<file path="config.mk">
export PLATFORM = sky130hd
export DESIGN_NAME = commit_stage
export DESIGN_NICKNAME = d
export VERILOG_FILES = /design/src/logic/cpu_pkg.sv /design/src/logic/commit_stage.sv
export VERILOG_INCLUDE_DIRS = /design/src /design/src/include
export SDC_FILE = /design/constraint.sdc
export NUM_CORES = 1
export LEC_CHECK = 0
export ABC_AREA = 1
export ABC_CLOCK_PERIOD_IN_PS = 3000
export BUFFER_PORTS_ARGS = -buffer_cell sky130_fd_sc_hd__buf_2
export CAP_MARGIN = 20
export CORE_UTILIZATION = 46
export DETAILED_ROUTE_END_ITERATION = 8
export PLACE_DENSITY = 0.94
export SLEW_MARGIN = 30
export SYNTH_ARGS = -nofsm -noshare
export SYNTH_HDL_FRONTEND = slang
export SYNTH_SLANG_ARGS = --single-unit
</file>
<file path="constraint.sdc">
create_clock -name clk -period 3 [get_ports clk]
set_input_delay 0.6 -clock clk [delete_from_list [all_inputs] [get_ports clk]]
set_output_delay 0.6 -clock clk [all_outputs]
set_load 0.005 [all_outputs]
</file>
<file path="src/include/cpu_defines.svh">
`ifndef CPU_DEFINES_SVH
`define CPU_DEFINES_SVH

////////////////////
// datapath sizes

`define CPU_XLEN        32  // data and pc width
`define CPU_REG_AW      5
`define CPU_REG_COUNT   32
`define CPU_DMEM_AW     6   // word address into data memory
`define CPU_DMEM_DEPTH  64

////////////////////
// instruction word layout

// register/immediate view is opcode | rs | rt | imm
`define CPU_OPC_W       6
`define CPU_IMM_W       16

// branch view is opcode | target
`define CPU_TARGET_W    26

// pc bits kept above the target on a taken branch
`define CPU_PC_HI_W     (`CPU_XLEN - `CPU_TARGET_W)

// control field widths
`define CPU_ALU_OP_W    3
`define CPU_COND_W      3   // low opcode bits of a branch

`endif
</file>
<file path="src/logic/cpu_pkg.sv">
`include "cpu_defines.svh"

package cpu_pkg;

	////////////////////
	// opcodes

	typedef enum logic [`CPU_OPC_W-1:0] {
		op_add   = 6'b000000,
		op_comp  = 6'b000001,
		op_and   = 6'b000010,
		op_xor   = 6'b000011,
		op_shll  = 6'b000100,
		op_shrl  = 6'b000101,
		op_shllv = 6'b000110,
		op_shrlv = 6'b000111,
		op_shra  = 6'b001000,
		op_shrav = 6'b001001,
		op_addi  = 6'b010000,
		op_compi = 6'b010001,
		op_lw    = 6'b010010,
		op_sw    = 6'b010011,
		op_bz    = 6'b100000,
		op_bnz   = 6'b100001,
		op_bcy   = 6'b100010,
		op_bncy  = 6'b100011,
		op_bs    = 6'b100100,
		op_bns   = 6'b100101,
		op_bv    = 6'b100110,
		op_bnv   = 6'b100111,
		op_b     = 6'b101000
	} opcode_e;

	typedef enum logic [`CPU_ALU_OP_W-1:0] {
		alu_add, alu_neg, alu_and, alu_xor, alu_shl, alu_shr, alu_sra
	} alu_op_e;

	// same order as the branch opcodes
	typedef enum logic [`CPU_COND_W-1:0] {
		cond_z, cond_nz, cond_cy, cond_ncy, cond_s, cond_ns, cond_v, cond_nv
	} cond_e;

	////////////////////
	// instruction word, two views

	typedef struct packed {
		opcode_e opcode;
		logic [`CPU_REG_AW-1:0] rs;
		logic [`CPU_REG_AW-1:0] rt;
		logic [`CPU_IMM_W-1:0] imm;
	} instr_r_t;

	typedef struct packed {
		opcode_e opcode;
		logic [`CPU_TARGET_W-1:0] target;
	} instr_j_t;

	typedef union packed {
		instr_r_t r;
		instr_j_t j;
	} instr_u;

	typedef struct packed {
		logic z;
		logic c;
		logic s;
		logic v;
	} flags_t;

	typedef struct packed {
		alu_op_e alu_op;
		logic use_imm;
		logic alu_wr;  // result to rs, flags load
		logic load;
		logic store;
		logic branch;
		logic jump;
		cond_e cond;
	} ctrl_t;

	// register write retiring at the next edge
	typedef struct packed {
		logic valid;
		logic [`CPU_REG_AW-1:0] dest;
		logic [`CPU_XLEN-1:0] data;
	} wb_t;

endpackage

</file>
<file path="src/logic/commit_stage.sv">
`timescale 1ns/1ps
`include "cpu_defines.svh"

module commit_stage
(
	input logic clk,
	input logic reset,
	input cpu_pkg::ctrl_t ctrl,
	input cpu_pkg::instr_u instr,
	input cpu_pkg::flags_t flags,
	input logic [`CPU_XLEN-1:0] alu_result,
	input logic [`CPU_XLEN-1:0] load_data,
	output logic [`CPU_XLEN-1:0] pc,
	output cpu_pkg::wb_t wb
);

	logic cond_hold;
	logic take;
	logic [`CPU_XLEN-1:0] target;
	logic [`CPU_XLEN-1:0] pc_next;

	////////////////////
	// branch decision
	always_comb
	begin
		case (ctrl.cond)
			cpu_pkg::cond_z: cond_hold = flags.z;
			cpu_pkg::cond_nz: cond_hold = !flags.z;
			cpu_pkg::cond_cy: cond_hold = flags.c;
			cpu_pkg::cond_ncy: cond_hold = !flags.c;
			cpu_pkg::cond_s: cond_hold = flags.s;
			cpu_pkg::cond_ns: cond_hold = !flags.s;
			cpu_pkg::cond_v: cond_hold = flags.v;
			cpu_pkg::cond_nv: cond_hold = !flags.v;
			default: cond_hold = 1'b0;
		endcase
	end

	assign take = ctrl.jump || (ctrl.branch && cond_hold);

	// pc keeps its top bits, target fills the rest
	assign target = {pc[`CPU_XLEN-1 -: `CPU_PC_HI_W], instr.j.target};
	assign pc_next = take ? target : pc + `CPU_XLEN'(1);

	always_ff @(posedge clk)
	begin
		if (reset)
			pc <= '0;
		else
			pc <= pc_next;
	end

	////////////////////
	// writeback select
	always_comb
	begin
		wb.valid = (ctrl.alu_wr || ctrl.load) && !reset;
		wb.dest = ctrl.load ? instr.r.rt : instr.r.rs;  // loads land in rt
		wb.data = ctrl.load ? load_data : alu_result;
	end

endmodule

</file>
==> flow_summary.toml <==
[finish]
top_regs = "pc x32"
nets = 757
largest_reg_flops = 32
n_antenna_cell = 0
layoutNonFillerInstCount = 712
fin_area_um2 = 3620
area_delta_synth_final_pct = 35.3
post-route-util_pct = 65.3
regMostFlops = "pc"
layout-drive-gt1-share_pct = 31.6

[drt]
via_per_inst = 4.77
ant_nets = 0
vias = 3394
wirelength_um = 8760
drt_iter0_drc = 165
dr.pass1.iters = 4
wl_per_cell_um = 12.3
remaining_drc_errors = 0

[synthesis]
synth_nets = 593
synth_top_cell_area_share_pct = 29.3
synthDistinctLibCells = 26
syn_area_per_cell_um2 = 5.60
synthCells = 478
ys_ff_latch = 32
ys_seq_area_share_pct = 23.9
netlist.top_cell.by_area = "nand2_1"
synth_area_leaders = "nand2_1 29%, dfxtp_1 24%, nor2_1 13%"
syn_area_um2 = 2680
ys_warn_count = 0

[global_routing]
grt_pass1_vias = 3059
grt_max_degree = 44
grt_first_pass_wirelength_um = 13900
antenna_found_initial = 0
grt_use_total_pct = 29.3
overflow = 0

[sta]
timing.setup.tns_ps = 0
drv_slew = 0
final_hold_viol_count = 0
setup_slack_ps = 620
worst_slew_pin_slew_ps = 899
max_freq_mhz = 420
holdWs_ps = 510
fin_skew_ps = 6.36
grt_setup_unrepaired = "false"
fin_crit_ps = 2380
finalSetupViolCount = 0
finalCritPeriodShare_pct = 79.3
relSlewSlack_pct = 40.0

[critical_path]
cp_data_arrival_time_ps = 1780
path_max_fanout = 32
timing.rr.end = "pc[22]$_SDFF_PP0_"
regToRegSetupSlack_ps = 1320
end_kind = "output pin"
start_kind = "input port"
rr_startpoint = "pc[1]$_SDFF_PP0_"
r2r.worst_path.cells = 8
path_class = "in2out"
cp_data_required_time_ps = 2400

[cts]
clk_pin_slew_ps = 60
cts_resized = 0
cts_tree = "built"
numCtsBuffers = 5
ctsHoldBuffers = 0
cts_buffer_depth = 2
cts_htree_levels = 2
ctsRootBufferMaster = "clkbuf_8"
cts.sinks = 32
post-cts-setup-buffers = 0
insertion_delay_ps = 290

[floorplanning]
io_pins = 184
row_count = 27
die_h_um = 78.3
dieArea_um2 = 6120
die_width_um = 78.3
start_util_pct = 48.3
fp.coreArea_um2 = 5540

[place]
placed_cell_area_um2 = 3550
io_buffers = 172
gp_congestion = 0.913
dp.cells = 707
place_ws_ps = 650
post-dp-hpwl_um = 7320

[power_and_ir_drop]
p_per_area_nw_per_um2 = 312
ir_worst_vdd_uv = 195
power_leakage_nw = 2.00
finalPower_mw = 1.13

[worst_hold_path]
whs_path_depth = 2
hold_start = "pc[31]$_SDFFE_PP0N_"
min_to = "pc[31]$_SDFFE_PP0N_"
hold_path.class = "reg2reg"

[run_status]
status = "complete, no violations"

[flow_run]
cap_violations = 0
==> area by class of cell <==
| type | count | area, um2 |
|---|---|---|
| fillers | 541 | 1920 |
| multi-input cells | 396 | 1820 |
| repair buffers | 174 | 876 |
| flip-flops and latches | 32 | 641 |
| inverters | 33 | 124 |
| well taps | 72 | 90.1 |
| clock buffers | 5 | 68.8 |
==> layout by cell type, fill, tap and decap left out, drive strengths merged <==
cell type and n:
xor2 13, inv 33, a21oi 6, dfxtp 32, nor2 104, nor3 2, o21ai 23, nand2 215
nand3b 3, buf 174, nand4 3, ha 1, clkbuf 5, nand3 19, xnor2 7
==> logic make-up after synthesis <==
family                     share of synthesized area (%)
adders and majority gates                          0.468
xor gates and xnor gates                            6.55
DFF                                                 23.9
and+or+nand+nor                                     55.4
buffers and inverters                               8.04
AOI/OAI and AO/OA                                   5.57
==> critical path: stages <==
cell     delay [ps]
buf_2           100
inv_1           650
nand2_1         100
nand2_1         180
buf_2           150
==> Yosys cell counts <==
master    number
nand2_1      209
nor2_1        95
inv_1         33
dfxtp_1       32
o21ai_0       15
nand3_1       14
xor2_1        13
clkbuf_1      10
o21ai_1        8
xnor2_1        7
nor2_4         6
a21oi_1        5
nand3_2        4
buf_2          3
buf_6          3
nand2_2        3
nand2_4        3
nand3b_1       3
nand4_1        3
nor2_2         2
nor3_2         2
a21oi_2        1
clkbuf_2       1
ha_1           1
nand3_4        1
nor2_8         1
==> how the worst max path moves through the flow <==
stage,start,end,slack [ps],cells after the start
floorplan,ctrl[6],wb[10],1140,5
global placement,ctrl[6],wb[1],690,5
detailed placement,ctrl[6],wb[1],650,5
CTS,ctrl[6],wb[1],650,5
global route,ctrl[6],wb[1],440,5
finish,ctrl[6],wb[1],620,5
==> power by group <==
group / total (mW) / internal (mW) / switching [mW]
clock: 0.301 / 0.149 / 0.152
combinational: 0.334 / 0.155 / 0.179
sequential: 0.495 / 0.456 / 0.0390
total: 1.13 / 0.760 / 0.370
==> routing by layer <==
metal	vias up	part of all wire [%]	GRT usage, %
met5	-	0	0
met4	0	3.2	11.9
met3	22	7.6	7.91
met2	128	49	52.3
met1	1463	40	32.9
li1	1781	-	-
(Power assumes the default switching activity.)
