File: config.mk
export PLATFORM = sky130hd
export DESIGN_NAME = instr_decoder
export DESIGN_NICKNAME = d
export VERILOG_FILES = /design/src/logic/cpu_pkg.sv /design/src/logic/instr_decoder.sv
export VERILOG_INCLUDE_DIRS = /design/src /design/src/include
export SDC_FILE = /design/constraint.sdc
export NUM_CORES = 1
export LEC_CHECK = 0
export ABC_AREA = 1
export BUFFER_PORTS_ARGS = -buffer_cell sky130_fd_sc_hd__buf_2
export CORE_AREA = 2 2 42 44
export DETAILED_ROUTE_END_ITERATION = 12
export DIE_AREA = 0 0 44 46
export PLACE_DENSITY = 0.82
export SLEW_MARGIN = 20
export SYNTH_ARGS = -nofsm -noshare
export SYNTH_HDL_FRONTEND = slang
export SYNTH_SLANG_ARGS = --single-unit
File: constraint.sdc
create_clock -name vclk -period 0.8
set_input_delay 0.16 -clock vclk [all_inputs]
set_output_delay 0.16 -clock vclk [all_outputs]
set_load 0.005 [all_outputs]
File: src/include/cpu_defines.svh
`ifndef CPU_DEFINES_SVH
`define CPU_DEFINES_SVH

////////////////////
// datapath sizes

`define CPU_XLEN        32  // data and pc width
`define CPU_REG_AW      5
`define CPU_REG_COUNT   32
`define CPU_DMEM_AW     6   // word address into data memory
`define CPU_DMEM_DEPTH  64

////////////////////
// instruction word layout

// register/immediate view is opcode | rs | rt | imm
`define CPU_OPC_W       6
`define CPU_IMM_W       16

// branch view is opcode | target
`define CPU_TARGET_W    26

// pc bits kept above the target on a taken branch
`define CPU_PC_HI_W     (`CPU_XLEN - `CPU_TARGET_W)

// control field widths
`define CPU_ALU_OP_W    3
`define CPU_COND_W      3   // low opcode bits of a branch

`endif
File: src/logic/cpu_pkg.sv
`include "cpu_defines.svh"

package cpu_pkg;

	////////////////////
	// opcodes

	typedef enum logic [`CPU_OPC_W-1:0] {
		op_add   = 6'b000000,
		op_comp  = 6'b000001,
		op_and   = 6'b000010,
		op_xor   = 6'b000011,
		op_shll  = 6'b000100,
		op_shrl  = 6'b000101,
		op_shllv = 6'b000110,
		op_shrlv = 6'b000111,
		op_shra  = 6'b001000,
		op_shrav = 6'b001001,
		op_addi  = 6'b010000,
		op_compi = 6'b010001,
		op_lw    = 6'b010010,
		op_sw    = 6'b010011,
		op_bz    = 6'b100000,
		op_bnz   = 6'b100001,
		op_bcy   = 6'b100010,
		op_bncy  = 6'b100011,
		op_bs    = 6'b100100,
		op_bns   = 6'b100101,
		op_bv    = 6'b100110,
		op_bnv   = 6'b100111,
		op_b     = 6'b101000
	} opcode_e;

	typedef enum logic [`CPU_ALU_OP_W-1:0] {
		alu_add, alu_neg, alu_and, alu_xor, alu_shl, alu_shr, alu_sra
	} alu_op_e;

	// same order as the branch opcodes
	typedef enum logic [`CPU_COND_W-1:0] {
		cond_z, cond_nz, cond_cy, cond_ncy, cond_s, cond_ns, cond_v, cond_nv
	} cond_e;

	////////////////////
	// instruction word, two views

	typedef struct packed {
		opcode_e opcode;
		logic [`CPU_REG_AW-1:0] rs;
		logic [`CPU_REG_AW-1:0] rt;
		logic [`CPU_IMM_W-1:0] imm;
	} instr_r_t;

	typedef struct packed {
		opcode_e opcode;
		logic [`CPU_TARGET_W-1:0] target;
	} instr_j_t;

	typedef union packed {
		instr_r_t r;
		instr_j_t j;
	} instr_u;

	typedef struct packed {
		logic z;
		logic c;
		logic s;
		logic v;
	} flags_t;

	typedef struct packed {
		alu_op_e alu_op;
		logic use_imm;
		logic alu_wr;  // result to rs, flags load
		logic load;
		logic store;
		logic branch;
		logic jump;
		cond_e cond;
	} ctrl_t;

	// register write retiring at the next edge
	typedef struct packed {
		logic valid;
		logic [`CPU_REG_AW-1:0] dest;
		logic [`CPU_XLEN-1:0] data;
	} wb_t;

endpackage

File: src/logic/instr_decoder.sv
`timescale 1ns/1ps
`include "cpu_defines.svh"

module instr_decoder
(
	input cpu_pkg::instr_u instr,
	output cpu_pkg::ctrl_t ctrl,
	output logic [`CPU_XLEN-1:0] imm
);

	cpu_pkg::opcode_e opcode;

	assign opcode = instr.r.opcode;

	// sign extend from the register/immediate view
	assign imm = {{(`CPU_XLEN-`CPU_IMM_W){instr.r.imm[`CPU_IMM_W-1]}}, instr.r.imm};

	always_comb
	begin
		ctrl = '0;

		////////////////////
		// alu operation
		case (opcode)
			cpu_pkg::op_comp, cpu_pkg::op_compi: ctrl.alu_op = cpu_pkg::alu_neg;
			cpu_pkg::op_and: ctrl.alu_op = cpu_pkg::alu_and;
			cpu_pkg::op_xor: ctrl.alu_op = cpu_pkg::alu_xor;
			cpu_pkg::op_shll, cpu_pkg::op_shllv: ctrl.alu_op = cpu_pkg::alu_shl;
			cpu_pkg::op_shrl, cpu_pkg::op_shrlv: ctrl.alu_op = cpu_pkg::alu_shr;
			cpu_pkg::op_shra, cpu_pkg::op_shrav: ctrl.alu_op = cpu_pkg::alu_sra;
			default: ctrl.alu_op = cpu_pkg::alu_add;  // add, addi and the rest
		endcase

		// immediate forms take b from imm
		case (opcode)
			cpu_pkg::op_addi,
			cpu_pkg::op_compi,
			cpu_pkg::op_shll,
			cpu_pkg::op_shrl,
			cpu_pkg::op_shra: ctrl.use_imm = 1'b1;
			default: ctrl.use_imm = 1'b0;
		endcase

		////////////////////
		// instruction class
		case (opcode)
			cpu_pkg::op_add,
			cpu_pkg::op_comp,
			cpu_pkg::op_and,
			cpu_pkg::op_xor,
			cpu_pkg::op_shll,
			cpu_pkg::op_shrl,
			cpu_pkg::op_shllv,
			cpu_pkg::op_shrlv,
			cpu_pkg::op_shra,
			cpu_pkg::op_shrav,
			cpu_pkg::op_addi,
			cpu_pkg::op_compi: ctrl.alu_wr = 1'b1;
			cpu_pkg::op_lw: ctrl.load = 1'b1;
			cpu_pkg::op_sw: ctrl.store = 1'b1;
			cpu_pkg::op_bz,
			cpu_pkg::op_bnz,
			cpu_pkg::op_bcy,
			cpu_pkg::op_bncy,
			cpu_pkg::op_bs,
			cpu_pkg::op_bns,
			cpu_pkg::op_bv,
			cpu_pkg::op_bnv: ctrl.branch = 1'b1;
			cpu_pkg::op_b: ctrl.jump = 1'b1;
			default: ctrl.alu_wr = 1'b0;  // unknown opcode, nothing happens
		endcase

		// condition sits in the low opcode bits, only looked at on a branch
		ctrl.cond = cpu_pkg::cond_e'(opcode[`CPU_COND_W-1:0]);
	end

endmodule

==> impl_metrics.json <==
{
  "antenna_found_initial": 0,
  "ir_worst_vdd_v": 0.000164,
  "worst_slack_ps": -85.3,
  "leakagePower_uw": 0.000195,
  "dr.first_iter.drc_count": 0,
  "slew_headroom_pct": 88.8,
  "power.density_nw_per_um2": 437,
  "finalHoldViolations": 0,
  "syn_area_um2": 425,
  "worst_pin_slew_ps": 169,
  "io-pin-count": 76,
  "post-route-period-util_pct": 111,
  "cp-start-kind": "primary input",
  "vias": 267,
  "yosys.area_share.xor_xnor_pct": 0,
  "area_growth_pct": -18.2,
  "flops_and_latches": 0,
  "hold_class": "primary input to output port",
  "preCtsSetupSlack_ps": -133,
  "overflow": 0,
  "violations": "negative setup slack",
  "status": "finished, violations left",
  "regArea_um2": 0,
  "grt_use_total_pct": 6.63,
  "nClkBuffers": 0,
  "final_antenna_net_count": 0,
  "finalPower_uw": 152,
  "gp_congestion": 0.747,
  "synthCells": 64,
  "hpwl_um": 588,
  "worstPathRequired_ps": 640,
  "rows": 15,
  "synth_adder_area_share_pct": 0,
  "cp-end-kind": "output port",
  "core_um2": 1610,
  "synth_top_family_by_area": "buffers and inverters",
  "io_buffers": 18,
  "die-area_um2": 2020,
  "avgSynthCellArea_um2": 6.65,
  "drc_errors": 0,
  "maxCapViolCount": 0,
  "clock.fmax_ghz": 1.13,
  "drt-total-wl_um": 673,
  "synth-compound-area-share_pct": 4.41,
  "synth_area_leader_cell": "buf_4",
  "diodes": 0,
  "final_nets": 84,
  "drv_slew": 0,
  "fp.dieW_um": 44,
  "rsz0062_at_grt": "true",
  "setup-tns-final_ps": -448,
  "ys_types": 12,
  "avgViaCountPerCell": 3.99,
  "arrival_ps": 730,
  "final-setup-viol-count": 8,
  "grt_pass1_wl_um": 1060,
  "drt_pass1_iterations": 1,
  "synth.top_cell.area_share_pct": 61.8,
  "synth.area.top_cells": "buf_4 (62%), nor2_4 (11%), nor2_1 (7.1%)",
  "placed_cell_area_um2": 289,
  "synthSimpleGateAreaFrac_pct": 30.3,
  "yosysSeqAreaShare_pct": 0,
  "grt_pass1_vias": 242,
  "fin_area_um2": 348,
  "synth.area.mux_share_pct": 0,
  "syn-num-nets": 96,
  "period_needed_ps": 885,
  "worst-path-max-fanout": 4,
  "die_h_um": 46,
  "path_class": "primary input to output port",
  "drive_gt1_share_pct": 64.0,
  "wl_per_cell_um": 10.0,
  "yosysWarnings": 0,
  "grt_max_degree": 18,
  "start_util_pct": 26.4
}
## final cells by class
cell class	count	area, um2
Inverter	4	22.5
Fill cell	191	1270
Tap cell	17	21.3
Timing Repair Buffer	21	151
Multi-Input combinational cell	25	153
## critical path, stage by stage
cell     delay, ps
buf_8          100
nor2_4         140
nand2_2         80
nand2_2         50
nand2_1         40
nand2_1         50
buf_2          100
## kinds of logic after synthesis
| group | Yosys count |
|---|---|
| AO/OA/AOI/OAI | 3 |
| buffers and inverters | 39 |
| AND/OR/NAND/NOR | 22 |
## synthesized netlist by cell type
cell	count
buf_4	35
nor2_1	8
nand2_1	6
nor2_4	4
a21oi_1	2
inv_1	2
inv_2	2
nand2_2	1
nand3_1	1
nand3b_1	1
nand4_2	1
o21ai_2	1
## where the power goes
part           internal (uW)  switching (uW)  total [uW]
sequential                 0               0           0
combinational           78.0            74.0         152
clock                      0               0           0
total                   78.0            74.0         152
## placed cells by master, fill, tap and decap left out
master and instances:
a21oi_1 2, buf_2 13, buf_4 4, buf_6 1, buf_8 3, inv_1 2
inv_4 1, inv_6 1, nand2_1 5, nand2_2 2, nand3_1 1, nand3b_1 1
nand4_2 1, nor2_1 7, nor2_2 1, nor2_4 4, o21ai_2 1
## metrics by stage
stage                     instances  util [%]  hold slack (ps)
after detailed placement         66      17.9              320
after floorplan                  64         -              351
after global placement           66      17.9              320
final                            67      21.6              320
after CTS                        67      20.5              320
after global routing             67      21.6              320
## timing repair
| item | 4_1_cts | 5_1_grt |
|---|---|---|
| cloned | 0 | 0 |
| resized for setup | 11 | 6 |
| pin swaps | 5 | 5 |
| setup endpoints to repair | 8 | 9 |
| buffers inserted | 1 | 0 |
| hold buffers | 0 | 0 |
## layer usage
metal	global-route usage, %	up-vias	routed length [um]
met2	11.2	14	328
met5	0	-	0
met3	1.98	4	131
li1	-	138	-
met4	3.03	0	12
met1	7.67	111	200
## path summary, 6_finish.rpt
path,cells after the start,slack (ps),end,from
worst max-delay path,7,-90,ctrl[8],instr[28]
worst min-delay path,0,320,imm[12],instr[12]
Note: power is estimated with default switching activity, not from simulation.
